**src/source/counter_program.hex**
```
// one 32 bit instruction word per line, rom address 0 first
// word fields msb first: cond, alu_op, dest, src_a, src_b, immed, jump_addr, reserved
00700000 // 0  rega <= 0
00B00000 // 1  regb <= 0
00F00000 // 2  marlo <= 0
01300000 // 3  marhi <= 0
40000034 // 4  loop, rx_full jumps to 13
6000002C // 5  tx_ready jumps to 11
044C0400 // 6  increment, rega <= rega + 1
069C0000 // 7  regb <= regb + 0 + carry
01100000 // 8  marhi <= regb
00C00000 // 9  marlo <= rega
20000010 // 10 back to loop
01400000 // 11 write, uart <= rega
20000018 // 12 on to increment
01200000 // 13 read, marhi <= uart byte
20000018 // 14 on to increment

```
**src/source/cpu_pkg.sv**
```systemverilog
// data widths, opcode enums, instruction and write request structs, rom size
package cpu_pkg;

    ////////////////////////////////////////////////////////////////////////////
    // widths
    ////////////////////////////////////////////////////////////////////////////

    // one byte on the data buses, registers and uart
    typedef logic [7:0]  byte_t;
    // marhi:marlo as seen on the address bus
    typedef logic [15:0] addr16_t;
    // program counter, also the jump target
    typedef logic [7:0]  pc_t;

    // program rom size in instruction words
    localparam int unsigned rom_depth = 256;
    // rom image, path relative to the run directory
    localparam string rom_file = "/design/src/source/counter_program.hex";

    ////////////////////////////////////////////////////////////////////////////
    // instruction field encodings
    ////////////////////////////////////////////////////////////////////////////

    typedef enum logic [3:0] {
        op_a               = 4'd0,
        op_b               = 4'd1,
        op_a_plus_b        = 4'd2,
        op_a_plus_b_plus_c = 4'd3,
        op_b_plus_1        = 4'd4
    } alu_op_e;

    // where the alu result goes
    typedef enum logic [2:0] {
        dest_none  = 3'd0,
        dest_rega  = 3'd1,
        dest_regb  = 3'd2,
        dest_marlo = 3'd3,
        dest_marhi = 3'd4,
        dest_uart  = 3'd5
    } dest_e;

    // operand sources, same set for both alu inputs
    typedef enum logic [1:0] {
        src_rega  = 2'd0,
        src_regb  = 2'd1,
        src_uart  = 2'd2,
        src_immed = 2'd3
    } src_e;

    // jump condition, tested in exec
    typedef enum logic [2:0] {
        cond_never    = 3'd0,
        cond_always   = 3'd1,
        cond_rx_full  = 3'd2,
        cond_tx_ready = 3'd3,
        cond_carry    = 3'd4
    } cond_e;

    // one rom word, msb first
    typedef struct packed {
        cond_e     cond;       // [31:29]
        alu_op_e   alu_op;     // [28:25]
        dest_e     dest;       // [24:22]
        src_e      src_a;      // [21:20]
        src_e      src_b;      // [19:18]
        byte_t     immed;      // [17:10]
        pc_t       jump_addr;  // [9:2]
        logic [1:0] reserved;  // [1:0] kept zero
    } instr_t;

    // two phase sequencer
    typedef enum logic {
        ph_fetch = 1'b0,
        ph_exec  = 1'b1
    } phase_e;

    // write request from control to register file and uart
    typedef struct packed {
        dest_e dest;
        byte_t data;
    } reg_write_t;

endpackage

```
**src/source/uart_port.sv**
```systemverilog
// uart receive buffer with full flag, transmit register with one cycle strobe
`timescale 1ns/1ns

module uart_port import cpu_pkg::*; (
    input  logic       clk,
    input  logic       rst_n,
    input  reg_write_t wr,
    input  logic       rx_strobe,
    input  byte_t      rx_data,
    input  logic       rx_take,
    output logic       rx_full,
    output byte_t      rx_byte,
    output logic       tx_strobe,
    output byte_t      tx_data
);

    logic rx_load;
    logic tx_load;

    ////////////////////////////////////////////////////////////////////////////
    // receive side
    ////////////////////////////////////////////////////////////////////////////

    // only an empty buffer accepts a byte
    // a byte arriving while full is dropped
    assign rx_load = rx_strobe && !rx_full;

    always_ff @(posedge clk or negedge rst_n) begin
        if (!rst_n) begin
            rx_full <= 1'b0;
        end else if (rx_load) begin
            rx_full <= 1'b1;
        end else if (rx_take) begin
            rx_full <= 1'b0;
        end
    end

    always_ff @(posedge clk) begin
        if (rx_load) begin
            rx_byte <= rx_data;
        end
    end

    ////////////////////////////////////////////////////////////////////////////
    // transmit side
    ////////////////////////////////////////////////////////////////////////////

    assign tx_load = (wr.dest == dest_uart);

    // strobe follows the exec write by one edge
    always_ff @(posedge clk or negedge rst_n) begin
        if (!rst_n) begin
            tx_strobe <= 1'b0;
        end else begin
            tx_strobe <= tx_load;
        end
    end

    // data stays put until the next uart write
    always_ff @(posedge clk) begin
        if (tx_load) begin
            tx_data <= wr.data;
        end
    end

endmodule

```
**config.mk**
```make
export PLATFORM = sky130hd
export DESIGN_NAME = uart_port
export DESIGN_NICKNAME = d
export VERILOG_FILES = /design/src/source/cpu_pkg.sv /design/src/source/uart_port.sv
export SDC_FILE = /design/constraint.sdc
export NUM_CORES = 1
export LEC_CHECK = 0
export BUFFER_PORTS_ARGS = -buffer_cell sky130_fd_sc_hd__buf_2
export CAP_MARGIN = 10
export CELL_PAD_IN_SITES_DETAIL_PLACEMENT = 1
export CELL_PAD_IN_SITES_GLOBAL_PLACEMENT = 2
export CORE_MARGIN = 2
export CORE_UTILIZATION = 22
export CTS_BUF_LIST = sky130_fd_sc_hd__clkbuf_8
export CTS_CLUSTER_SIZE = 20
export DETAILED_ROUTE_END_ITERATION = 8
export PLACE_DENSITY_LB_ADDON = 0.1
export SLEW_MARGIN = 0
export SYNTH_ARGS = -nofsm -noshare
export SYNTH_HDL_FRONTEND = slang
export SYNTH_SLANG_ARGS = --single-unit
export TNS_END_PERCENT = 50
```
**constraint.sdc**
```tcl
create_clock -name clk -period 1.08 [get_ports clk]
set_input_delay 0 -clock clk [delete_from_list [all_inputs] [get_ports clk]]
set_output_delay 0 -clock clk [all_outputs]
set_load 0.01 [all_outputs]
```
==> impl_metrics.tcl, run 1 <==
set metrics [dict create \
    antenna_found_initial 0 \
    ioPinCount 41 \
    cpPeakStageDelay_ns 0.54 \
    synth_seq_cells 18 \
    cts_root_buffer "clkbuf_8" \
    placed_area_um2 812 \
    start_util 0.229 \
    synth_area_um2 557 \
    drive_above_1_share 0.516 \
    grt_max_degree 11 \
    core_area_um2 2430 \
    cts_tree "yes" \
    ctsHoldBuffers 21 \
    critPathMaxFanout 8 \
    post-route-period-util 0.915 \
    grt.overflow.total 0 \
    p_total_w 0.00154 \
    via_per_inst 3.71 \
    hold_class "in -> reg" \
    avgSynthCellArea_um2 23.2 \
    die_h_um 54.3 \
    slew_violations 0 \
    areaGrowthSynthToFinish_pct 93.5 \
    drcViolationCount 0 \
    die-area_um2 2950 \
    grt_pass1_vias 456 \
    diodes 0 \
    path_cells "dlygate4sd3_1 -> buf_2 -> nand2_1 -> nor2_1 -> buf_4" \
    stdcell_area_um2 1080 \
    synth_top_area_frac 0.863 \
    ant_nets 0 \
    mostFrequentLayoutCells "40 x buf_2, 21 x dlygate4sd3_1, 16 x edfxtp_1" \
    syn_nets 47 \
    end_kind "flop" \
    cp-start-kind "primary input" \
    hold_viol 0 \
    clockBufferDepth 2 \
    dp_hpwl_um 887 \
    cp.required_ns 1.04 \
    synth_top_cell_by_area "edfxtp_1" \
    clock_sinks 18 \
    cts_resized 0 \
    synthTopCellsByArea "edfxtp_1 86%, dfrtp_1 9.0%, nor2_1 2.0%" \
    clk_pin_slew_ns 0.07 \
    fp-row-count 18 \
    fin_skew_ns 0.00374 \
    layout_commonest_cell "buf_2" \
    num_vias 449 \
    first_iter_violations 0 \
    cts_inserted_buffers 3 \
    routed_wl_mm 1.34 \
    yosys_warnings 0 \
    die_width_um 54.3 \
    cts_setup_buffers 0 \
    max_slew.worst_pin.slew_ns 0.126 \
    cp_data_arrival_time_ns 0.95 \
    status "finished, final reports clean" \
    setup_viol 0 \
    synthCells 24 \
    max_freq_mhz 1010 \
    ff2ff_setup_slack_ns 0.11 \
    grt_usage 0.100 \
    dr.pass1.iters 1 \
    slew_headroom 0.916 \
    final_nets 115 \
    wl_per_cell_um 11.0 \
    cap_violations 0 \
    gp_congestion 0.623 \
    ys_seq_area_frac 0.953 \
    slowest_stage "dlygate4sd3_1" \
    insertion_delay_ns 0.25 \
    grt_pass1_wl_mm 1.99 \
    rsz0062_at_grt "no" \
    htree_levels 1 \
    powerDensity_nw_per_um2 1430 \
    path_class "in -> reg" \
    io_buffers 40 \
    ys_types 6 \
    timing.final.crit_period_ns 0.989 \
    finalSetupTns_ns 0 \
    vdd_drop_max_mv 0.790 \
    p_leak_nw 0.471 \
]
==> synth_stat cells <==
library cell,n
a21oi_1,1
dfrtp_1,2
edfxtp_1,16
nand2_1,1
nor2_1,3
nor2b_1,1
==> power breakdown <==
part	leakage, nW	switching (W)	internal (W)	total, W
sequential	0.173	0.0000126	0.000807	0.000819
combinational	0.269	0.0000749	0.000114	0.000189
clock	0.0288	0.000213	0.000323	0.000536
==> registers in the layout, summed over array words and instances, names as in the netlist <==
register	flops
rx_byte	8
rx_full	1
tx_data	8
tx_strobe	1
==> cells by family after synthesis <==
family | after synthesis | share of synthesized area
AND/OR/NAND/NOR | 5 | 0.0382
flip-flops | 18 | 0.953
AO/OA/AOI/OAI | 1 | 0.00898
==> stage by stage <==
stage	setup WS, ns	instances	util	hold WS, ns
after floorplan	0.0294	24	-	-0.296
after global placement	0.126	96	0.334	-0.211
after detailed placement	0.109	96	0.334	-0.214
after CTS	0.107	121	0.443	0.0326
after global routing	0.0411	121	0.443	0.0524
final	0.0913	121	0.443	0.0237
==> layout make-up <==
cell class,instances,area [um^2]
Fill cell,271,1360
Sequential cell,18,531
Timing Repair Buffer,63,425
Clock buffer,4,55.1
Tap cell,30,37.5
Multi-Input combinational cell,6,28.8
==> worst paths after layout <==
kind | startpoint | to | cells after the start
max | wr[10] | tx_data[7] | 5
min | rx_strobe | rx_full | 3
max reg2reg | rx_full | rx_byte[6] | 2
min reg2reg | rx_full | rx_full | 1
max in group asynchronous | rst_n | tx_strobe | 2
min in group asynchronous | rst_n | rx_full | 2
==> metal layers <==
layer  routed length (um)  global-route usage  part of all wire  up-vias
met5                    0                   0                 0        -
met4                   18              0.0500             0.013        0
met3                  110              0.0191             0.082        2
met2                  753               0.195              0.56       23
met1                  454              0.0998              0.34      202
li1                     -                   -                 -      222
==> worst max-delay path, delay by kind of cell <==
kind          cells  cell delay [ns]
buf+inv           3             0.81
simple gates      2             0.13
No activity file was read; power rests on OpenSTA's default activity.
==> run 2: changes to the inputs <==
--- a/config.mk
+++ b/config.mk
@@ -10,7 +10,7 @@
 export CELL_PAD_IN_SITES_DETAIL_PLACEMENT = 1
 export CELL_PAD_IN_SITES_GLOBAL_PLACEMENT = 2
 export CORE_MARGIN = 2
-export CORE_UTILIZATION = 22
+export CORE_UTILIZATION = 27
 export CTS_BUF_LIST = sky130_fd_sc_hd__clkbuf_8
 export CTS_CLUSTER_SIZE = 20
 export DETAILED_ROUTE_END_ITERATION = 8
==> constraint.sdc (replaced) <==
create_clock -name clk -period 1.16 [get_ports clk]
set_input_delay 0 -clock clk [delete_from_list [all_inputs] [get_ports clk]]
set_output_delay 0 -clock clk [all_outputs]
set_load 0.005 [all_outputs]
==> impl_metrics.tcl, run 2 (synthesis results as in run 1) <==
set metrics [dict create \
    setup_ws_ns 0.0671 \
    clk_pin_slew_ns 0.07 \
    reg.largest.list "rx_byte: 8 flops, tx_data: 8 flops" \
    gp_congestion 0.628 \
    cts_setup_buffers 0 \
    setup_viol 0 \
    cpPeakStageDelay_ns 0.55 \
    drcViolationCount 0 \
    crit_top_cell "dlygate4sd3_1" \
    max_slew.worst_pin.slew_ns 0.238 \
    max_freq_mhz 915 \
    final_nets 113 \
    status "finished, final reports clean" \
    insertion_delay_ns 0.25 \
    end_kind "flop" \
    wl_per_cell_um 10.5 \
    diodes 0 \
    cp.required_ns 1.34 \
    first_iter_violations 4 \
    rsz0062_at_grt "no" \
    slew_headroom 0.841 \
    critPathMaxFanout 2 \
    cp-start-kind "primary input" \
    htree_levels 1 \
    timing.final.crit_period_ns 1.09 \
    grt.overflow.total 0 \
    p_leak_nw 0.462 \
    grt_pass1_vias 455 \
    num_vias 457 \
    io_buffers 40 \
    path_cells "dlygate4sd3_1 -> buf_2 -> nor2_1 -> dlygate4sd3_1" \
    die_h_um 49.4 \
    clock_sinks 18 \
    finalSetupTns_ns 0 \
    cap_violations 0 \
    ant_nets 0 \
    fin_skew_ns 0.000286 \
    cts_tree "yes" \
    ff2ff_setup_slack_ns 0.17 \
    cts_inserted_buffers 3 \
    grt_max_degree 11 \
    slowest_stage "dlygate4sd3_1" \
    dr.pass1.iters 4 \
    areaGrowthSynthToFinish_pct 88.8 \
    clockBufferDepth 2 \
    die_width_um 49.4 \
    dp_hpwl_um 848 \
    fp-row-count 16 \
    start_util 0.284 \
    grt_pass1_wl_mm 1.93 \
    hold_class "in -> reg" \
    cts_root_buffer "clkbuf_8" \
    hold_viol 0 \
    path_class "in -> reg" \
    antenna_found_initial 0 \
    powerDensity_nw_per_um2 1280 \
    pre_cts_ws_ns 0.0595 \
    post-route-period-util 0.942 \
    cp_data_arrival_time_ns 1.28 \
    via_per_inst 3.94 \
    mostFrequentLayoutCells "40 x buf_2, 20 x dlygate4sd3_1, 16 x edfxtp_1" \
    ioPinCount 41 \
    layout_commonest_cell "buf_2" \
    grt_usage 0.108 \
    drive_above_1_share 0.506 \
    die-area_um2 2440 \
    vdd_drop_max_mv 0.688 \
    routed_wl_mm 1.22 \
    slew_violations 0 \
    core_area_um2 1960 \
]
-- run 2: cell count changes in the layout (fill, tap and decap cells not counted) --
cell | before | now
nor2b_2 | 1 | 0
clkinv_1 | 0 | 1
buf_4 | 2 | 1
nor2b_4 | 0 | 1
dlygate4sd3_1 | 21 | 20
clkbuf_8 | 4 | 3
-- run 2: final timing paths --
path	cells past startpoint	end	start
worst max-delay path	4	tx_strobe	wr[9]
worst min-delay path	3	rx_full	rx_strobe
worst max register to register	1	rx_byte[3]	rx_full
worst min register to register	1	rx_full	rx_full
max in group asynchronous	2	tx_strobe	rst_n
min in group asynchronous	2	rx_full	rst_n
-- run 2: area by class of cell --
class                   count  area, um^2
clock buffers               3        41.3
well taps                  27        33.8
multi-input cells           6        33.8
clock inverters             1        3.75
repair buffers             61         408
flip-flops and latches     18         531
fillers                   226         911
-- run 2: worst max-delay path: cells and delay by family --
| family | cells | cell delay, ns |
|---|---|---|
| buffers and inverters | 3 | 1.20 |
| and+or+nand+nor | 1 | 0.08 |
-- run 2: through the flow --
stage	instances	power [W]	instance area [um^2]	utilization	hold WS [ns]
4_1_cts	116	0.00136	1050	0.533	0.0189
5_1_grt	116	0.00141	1050	0.536	0.0381
6_report	116	0.00135	1050	0.536	0.0354
3_3_place_gp	92	0.000875	801	0.408	-0.212
2_1_floorplan	24	0.000802	559	-	-0.296
3_5_place_dp	92	0.000880	801	0.408	-0.209
-- run 2: layer usage --
layer,global-route usage,vias up,share of wire
li1,-,219,-
met3,0.0399,0,0.084
met1,0.106,216,0.37
met2,0.196,22,0.55
met4,0.0556,0,0
met5,0,-,0
-- run 2: power by group --
part           internal, W  leakage (nW)  switching (W)
Combinational     0.000101         0.266      0.0000531
Sequential        0.000751         0.173      0.0000140
Clock             0.000235        0.0231       0.000194
Total              0.00109         0.462       0.000261
-- run 2: repair_timing --
| item | CTS | global route |
|---|---|---|
| endpoints found under the hold margin | 20 | 0 |
| hold buffers | 20 | 0 |
| endpoints found under the setup margin | 0 | 8 |
| gates resized for setup | 0 | 1 |
==> run 3: changes to the inputs <==
--- a/config.mk
+++ b/config.mk
@@ -5,13 +5,14 @@
 export SDC_FILE = /design/constraint.sdc
 export NUM_CORES = 1
 export LEC_CHECK = 0
+export ABC_AREA = 1
 export BUFFER_PORTS_ARGS = -buffer_cell sky130_fd_sc_hd__buf_2
 export CAP_MARGIN = 10
 export CELL_PAD_IN_SITES_DETAIL_PLACEMENT = 1
 export CELL_PAD_IN_SITES_GLOBAL_PLACEMENT = 2
 export CORE_MARGIN = 2
-export CORE_UTILIZATION = 27
-export CTS_BUF_LIST = sky130_fd_sc_hd__clkbuf_8
+export CORE_UTILIZATION = 25
+export CTS_CLUSTER_DIAMETER = 40
 export CTS_CLUSTER_SIZE = 20
 export DETAILED_ROUTE_END_ITERATION = 8
 export PLACE_DENSITY_LB_ADDON = 0.1
==> impl_metrics.tcl, run 3 <==
set metrics [dict create \
    insertion_delay_ns 0.28 \
    timing.final.crit_period_ns 1.07 \
    final_nets 117 \
    clock_sinks 18 \
    reg.largest.list "rx_byte: 8 flops, tx_data: 8 flops" \
    max_freq_mhz 934 \
    synthTopCellsByCount "16 x edfxtp_1, 3 x inv_1" \
    io_buffers 40 \
    setup_viol 0 \
    num_vias 464 \
    synth_top_area_frac 0.844 \
    start_util 0.260 \
    muxShareOfSynthArea 0 \
    cts_root_buffer "clkbuf_4" \
    postSynth.asyncResetShare 0.111 \
    die_width_um 51.7 \
    critPathBufInv 3 \
    core_area_um2 2190 \
    worstReg2RegEnd "rx_byte[1]" \
    slew_violations 0 \
    syn_nets 50 \
    ys_types 6 \
    via_per_inst 3.83 \
    setup.worst_path.end "tx_strobe" \
    layout_commonest_cell "buf_2" \
    cp_data_arrival_time_ns 1.29 \
    cp-start-kind "primary input" \
    setup_ws_ns 0.0897 \
    avgSynthCellArea_um2 21.1 \
    p_leak_nw 0.469 \
    vdd_drop_max_mv 0.642 \
    synthCells 27 \
    die-area_um2 2670 \
    ys_seq_area_frac 0.932 \
    end_kind "flop" \
    diodes 0 \
    slowest_stage "dlygate4sd3_1" \
    path_cells "dlygate4sd3_1 -> buf_2 -> nor2_1 -> dlygate4sd3_1" \
    antenna_found_initial 0 \
    synth-adder-area-share 0 \
    grt_usage 0.106 \
    ff2ff_setup_slack_ns 0.18 \
    synth_top_family_by_area "simple AND/OR/NAND/NOR gates" \
    clockBufferDepth 2 \
    rsz0062_at_grt "no" \
    cts_setup_buffers 0 \
    grt.overflow.total 0 \
    grt_max_degree 11 \
    ant_nets 0 \
    synth_compound_area_frac 0 \
    post-route-period-util 0.923 \
    first_iter_violations 5 \
    dr.pass1.iters 3 \
    crit_cells 4 \
    yosys_warnings 0 \
    pre_cts_ws_ns 0.0841 \
    routed_wl_mm 1.34 \
    slew_headroom 0.889 \
    ioPinCount 41 \
    areaGrowthSynthToFinish_pct 84.8 \
    powerDensity_nw_per_um2 1170 \
    grt_pass1_wl_mm 2.04 \
    crit_top_cell "dlygate4sd3_1" \
    critPathMaxFanout 2 \
    synth_xor_area_frac 0 \
    cpPeakStageDelay_ns 0.54 \
    synthSimpleGateAreaFrac 0.0484 \
    r2r_start "rx_full" \
    drcViolationCount 0 \
    synthFlopType "edfxtp_1" \
    cts_tree "yes" \
    cp_top_family "buffers and inverters" \
    hold_viol 0 \
    synth_area_um2 569 \
    synth-edff-count 16 \
    hold_class "in -> async" \
    synth_top_cell_by_area "edfxtp_1" \
    cts_inserted_buffers 3 \
    finalNonFillerCells 121 \
    finalSetupTns_ns 0 \
    clk_pin_slew_ns 0.09 \
    grt_pass1_vias 481 \
    path_class "in -> reg" \
    htree_levels 1 \
    cap_violations 0 \
    gp_congestion 0.675 \
    cp.required_ns 1.38 \
    dp_hpwl_um 879 \
    die_h_um 51.7 \
    dp.cells 96 \
    status "finished, final reports clean" \
    placed_area_um2 812 \
    max_slew.worst_pin.slew_ns 0.166 \
    synthTopCellsByArea "edfxtp_1 84%, dfrtp_1 8.8%, nand2_2 2.2%" \
    synth_seq_cells 18 \
    stdcell_area_um2 1050 \
    fp-row-count 17 \
    critPathLaunch "wr[9]" \
    drive_above_1_share 0.505 \
    synth.most_common_cell "edfxtp_1" \
    p_total_w 0.00123 \
    mostFrequentLayoutCells "40 x buf_2, 21 x dlygate4sd3_1, 16 x edfxtp_1" \
    wl_per_cell_um 11.0 \
    rr_worst_depth 3 \
    fin_skew_ns 0.0000982 \
]
run 3: cell types whose count changed after synthesis:
cell     change
inv_1        +3
nand2_1      +1
nand2_2      +2
a21oi_1      -1
nor2b_1      -1
nor2_1       -1
run 3: logic make-up (layout without fill, tap and decap cells):
logic type	count (synthesis)	after routing
buffers and inverters	3	69
DFF	18	18
and+or+nand+nor	6	6
run 3: worst min-delay path by stage:
stage | from | to | cells after the start
final | rst_n | tx_strobe | 2
after CTS | rst_n | tx_strobe | 2
after detailed placement | rst_n | tx_strobe | 1
after floorplan | rst_n | rx_full | 0
after global placement | rst_n | tx_strobe | 1
after global routing | rst_n | rx_full | 2
run 3: per-stage QoR:
step | util | hold slack [ns]
after detailed placement | 0.371 | -0.212
after global routing | 0.480 | 0.0304
final | 0.480 | 0.0530
after global placement | 0.371 | -0.211
after floorplan | - | -0.296
after CTS | 0.479 | 0.00103
run 3: worst reg2reg max path, delay by kind of cell (launching register included):
kind	cells	cell delay (ns)
simple gates	1	0.07
buf+inv	2	0.22
flops	1	0.40
run 3: area by class of cell:
| type | instances | area, um^2 |
|---|---|---|
| well taps | 28 | 35.0 |
| clock inverters | 1 | 3.75 |
| multi-input cells | 6 | 27.5 |
| clock buffers | 3 | 22.5 |
| repair buffers | 62 | 418 |
| fillers | 258 | 1140 |
| flip-flops and latches | 18 | 531 |
| inverters | 3 | 15.0 |
run 3: per-layer routing:
metal | routed length (um) | up-vias | part of all wire | GRT usage
met4 | 0 | 0 | 0 | 0.0263
met3 | 94 | 0 | 0.070 | 0.0259
met5 | 0 | - | 0 | 0
li1 | - | 226 | - | -
met1 | 518 | 215 | 0.39 | 0.126
met2 | 723 | 23 | 0.54 | 0.190
run 3: repair_timing:
| action | in CTS | in global routing |
|---|---|---|
| resized for setup | 0 | 1 |
| endpoints found under the setup margin | 0 | 8 |
| endpoints found under the hold margin | 20 | 0 |
| hold buffers | 21 | 0 |
run 3: power by group:
part / internal (W) / leakage, nW / switching (W)
Combinational: 0.000104 / 0.279 / 0.0000641
Clock: 0.000125 / 0.0154 / 0.000171
Sequential: 0.000752 / 0.174 / 0.0000108
Total: 0.000981 / 0.469 / 0.000246
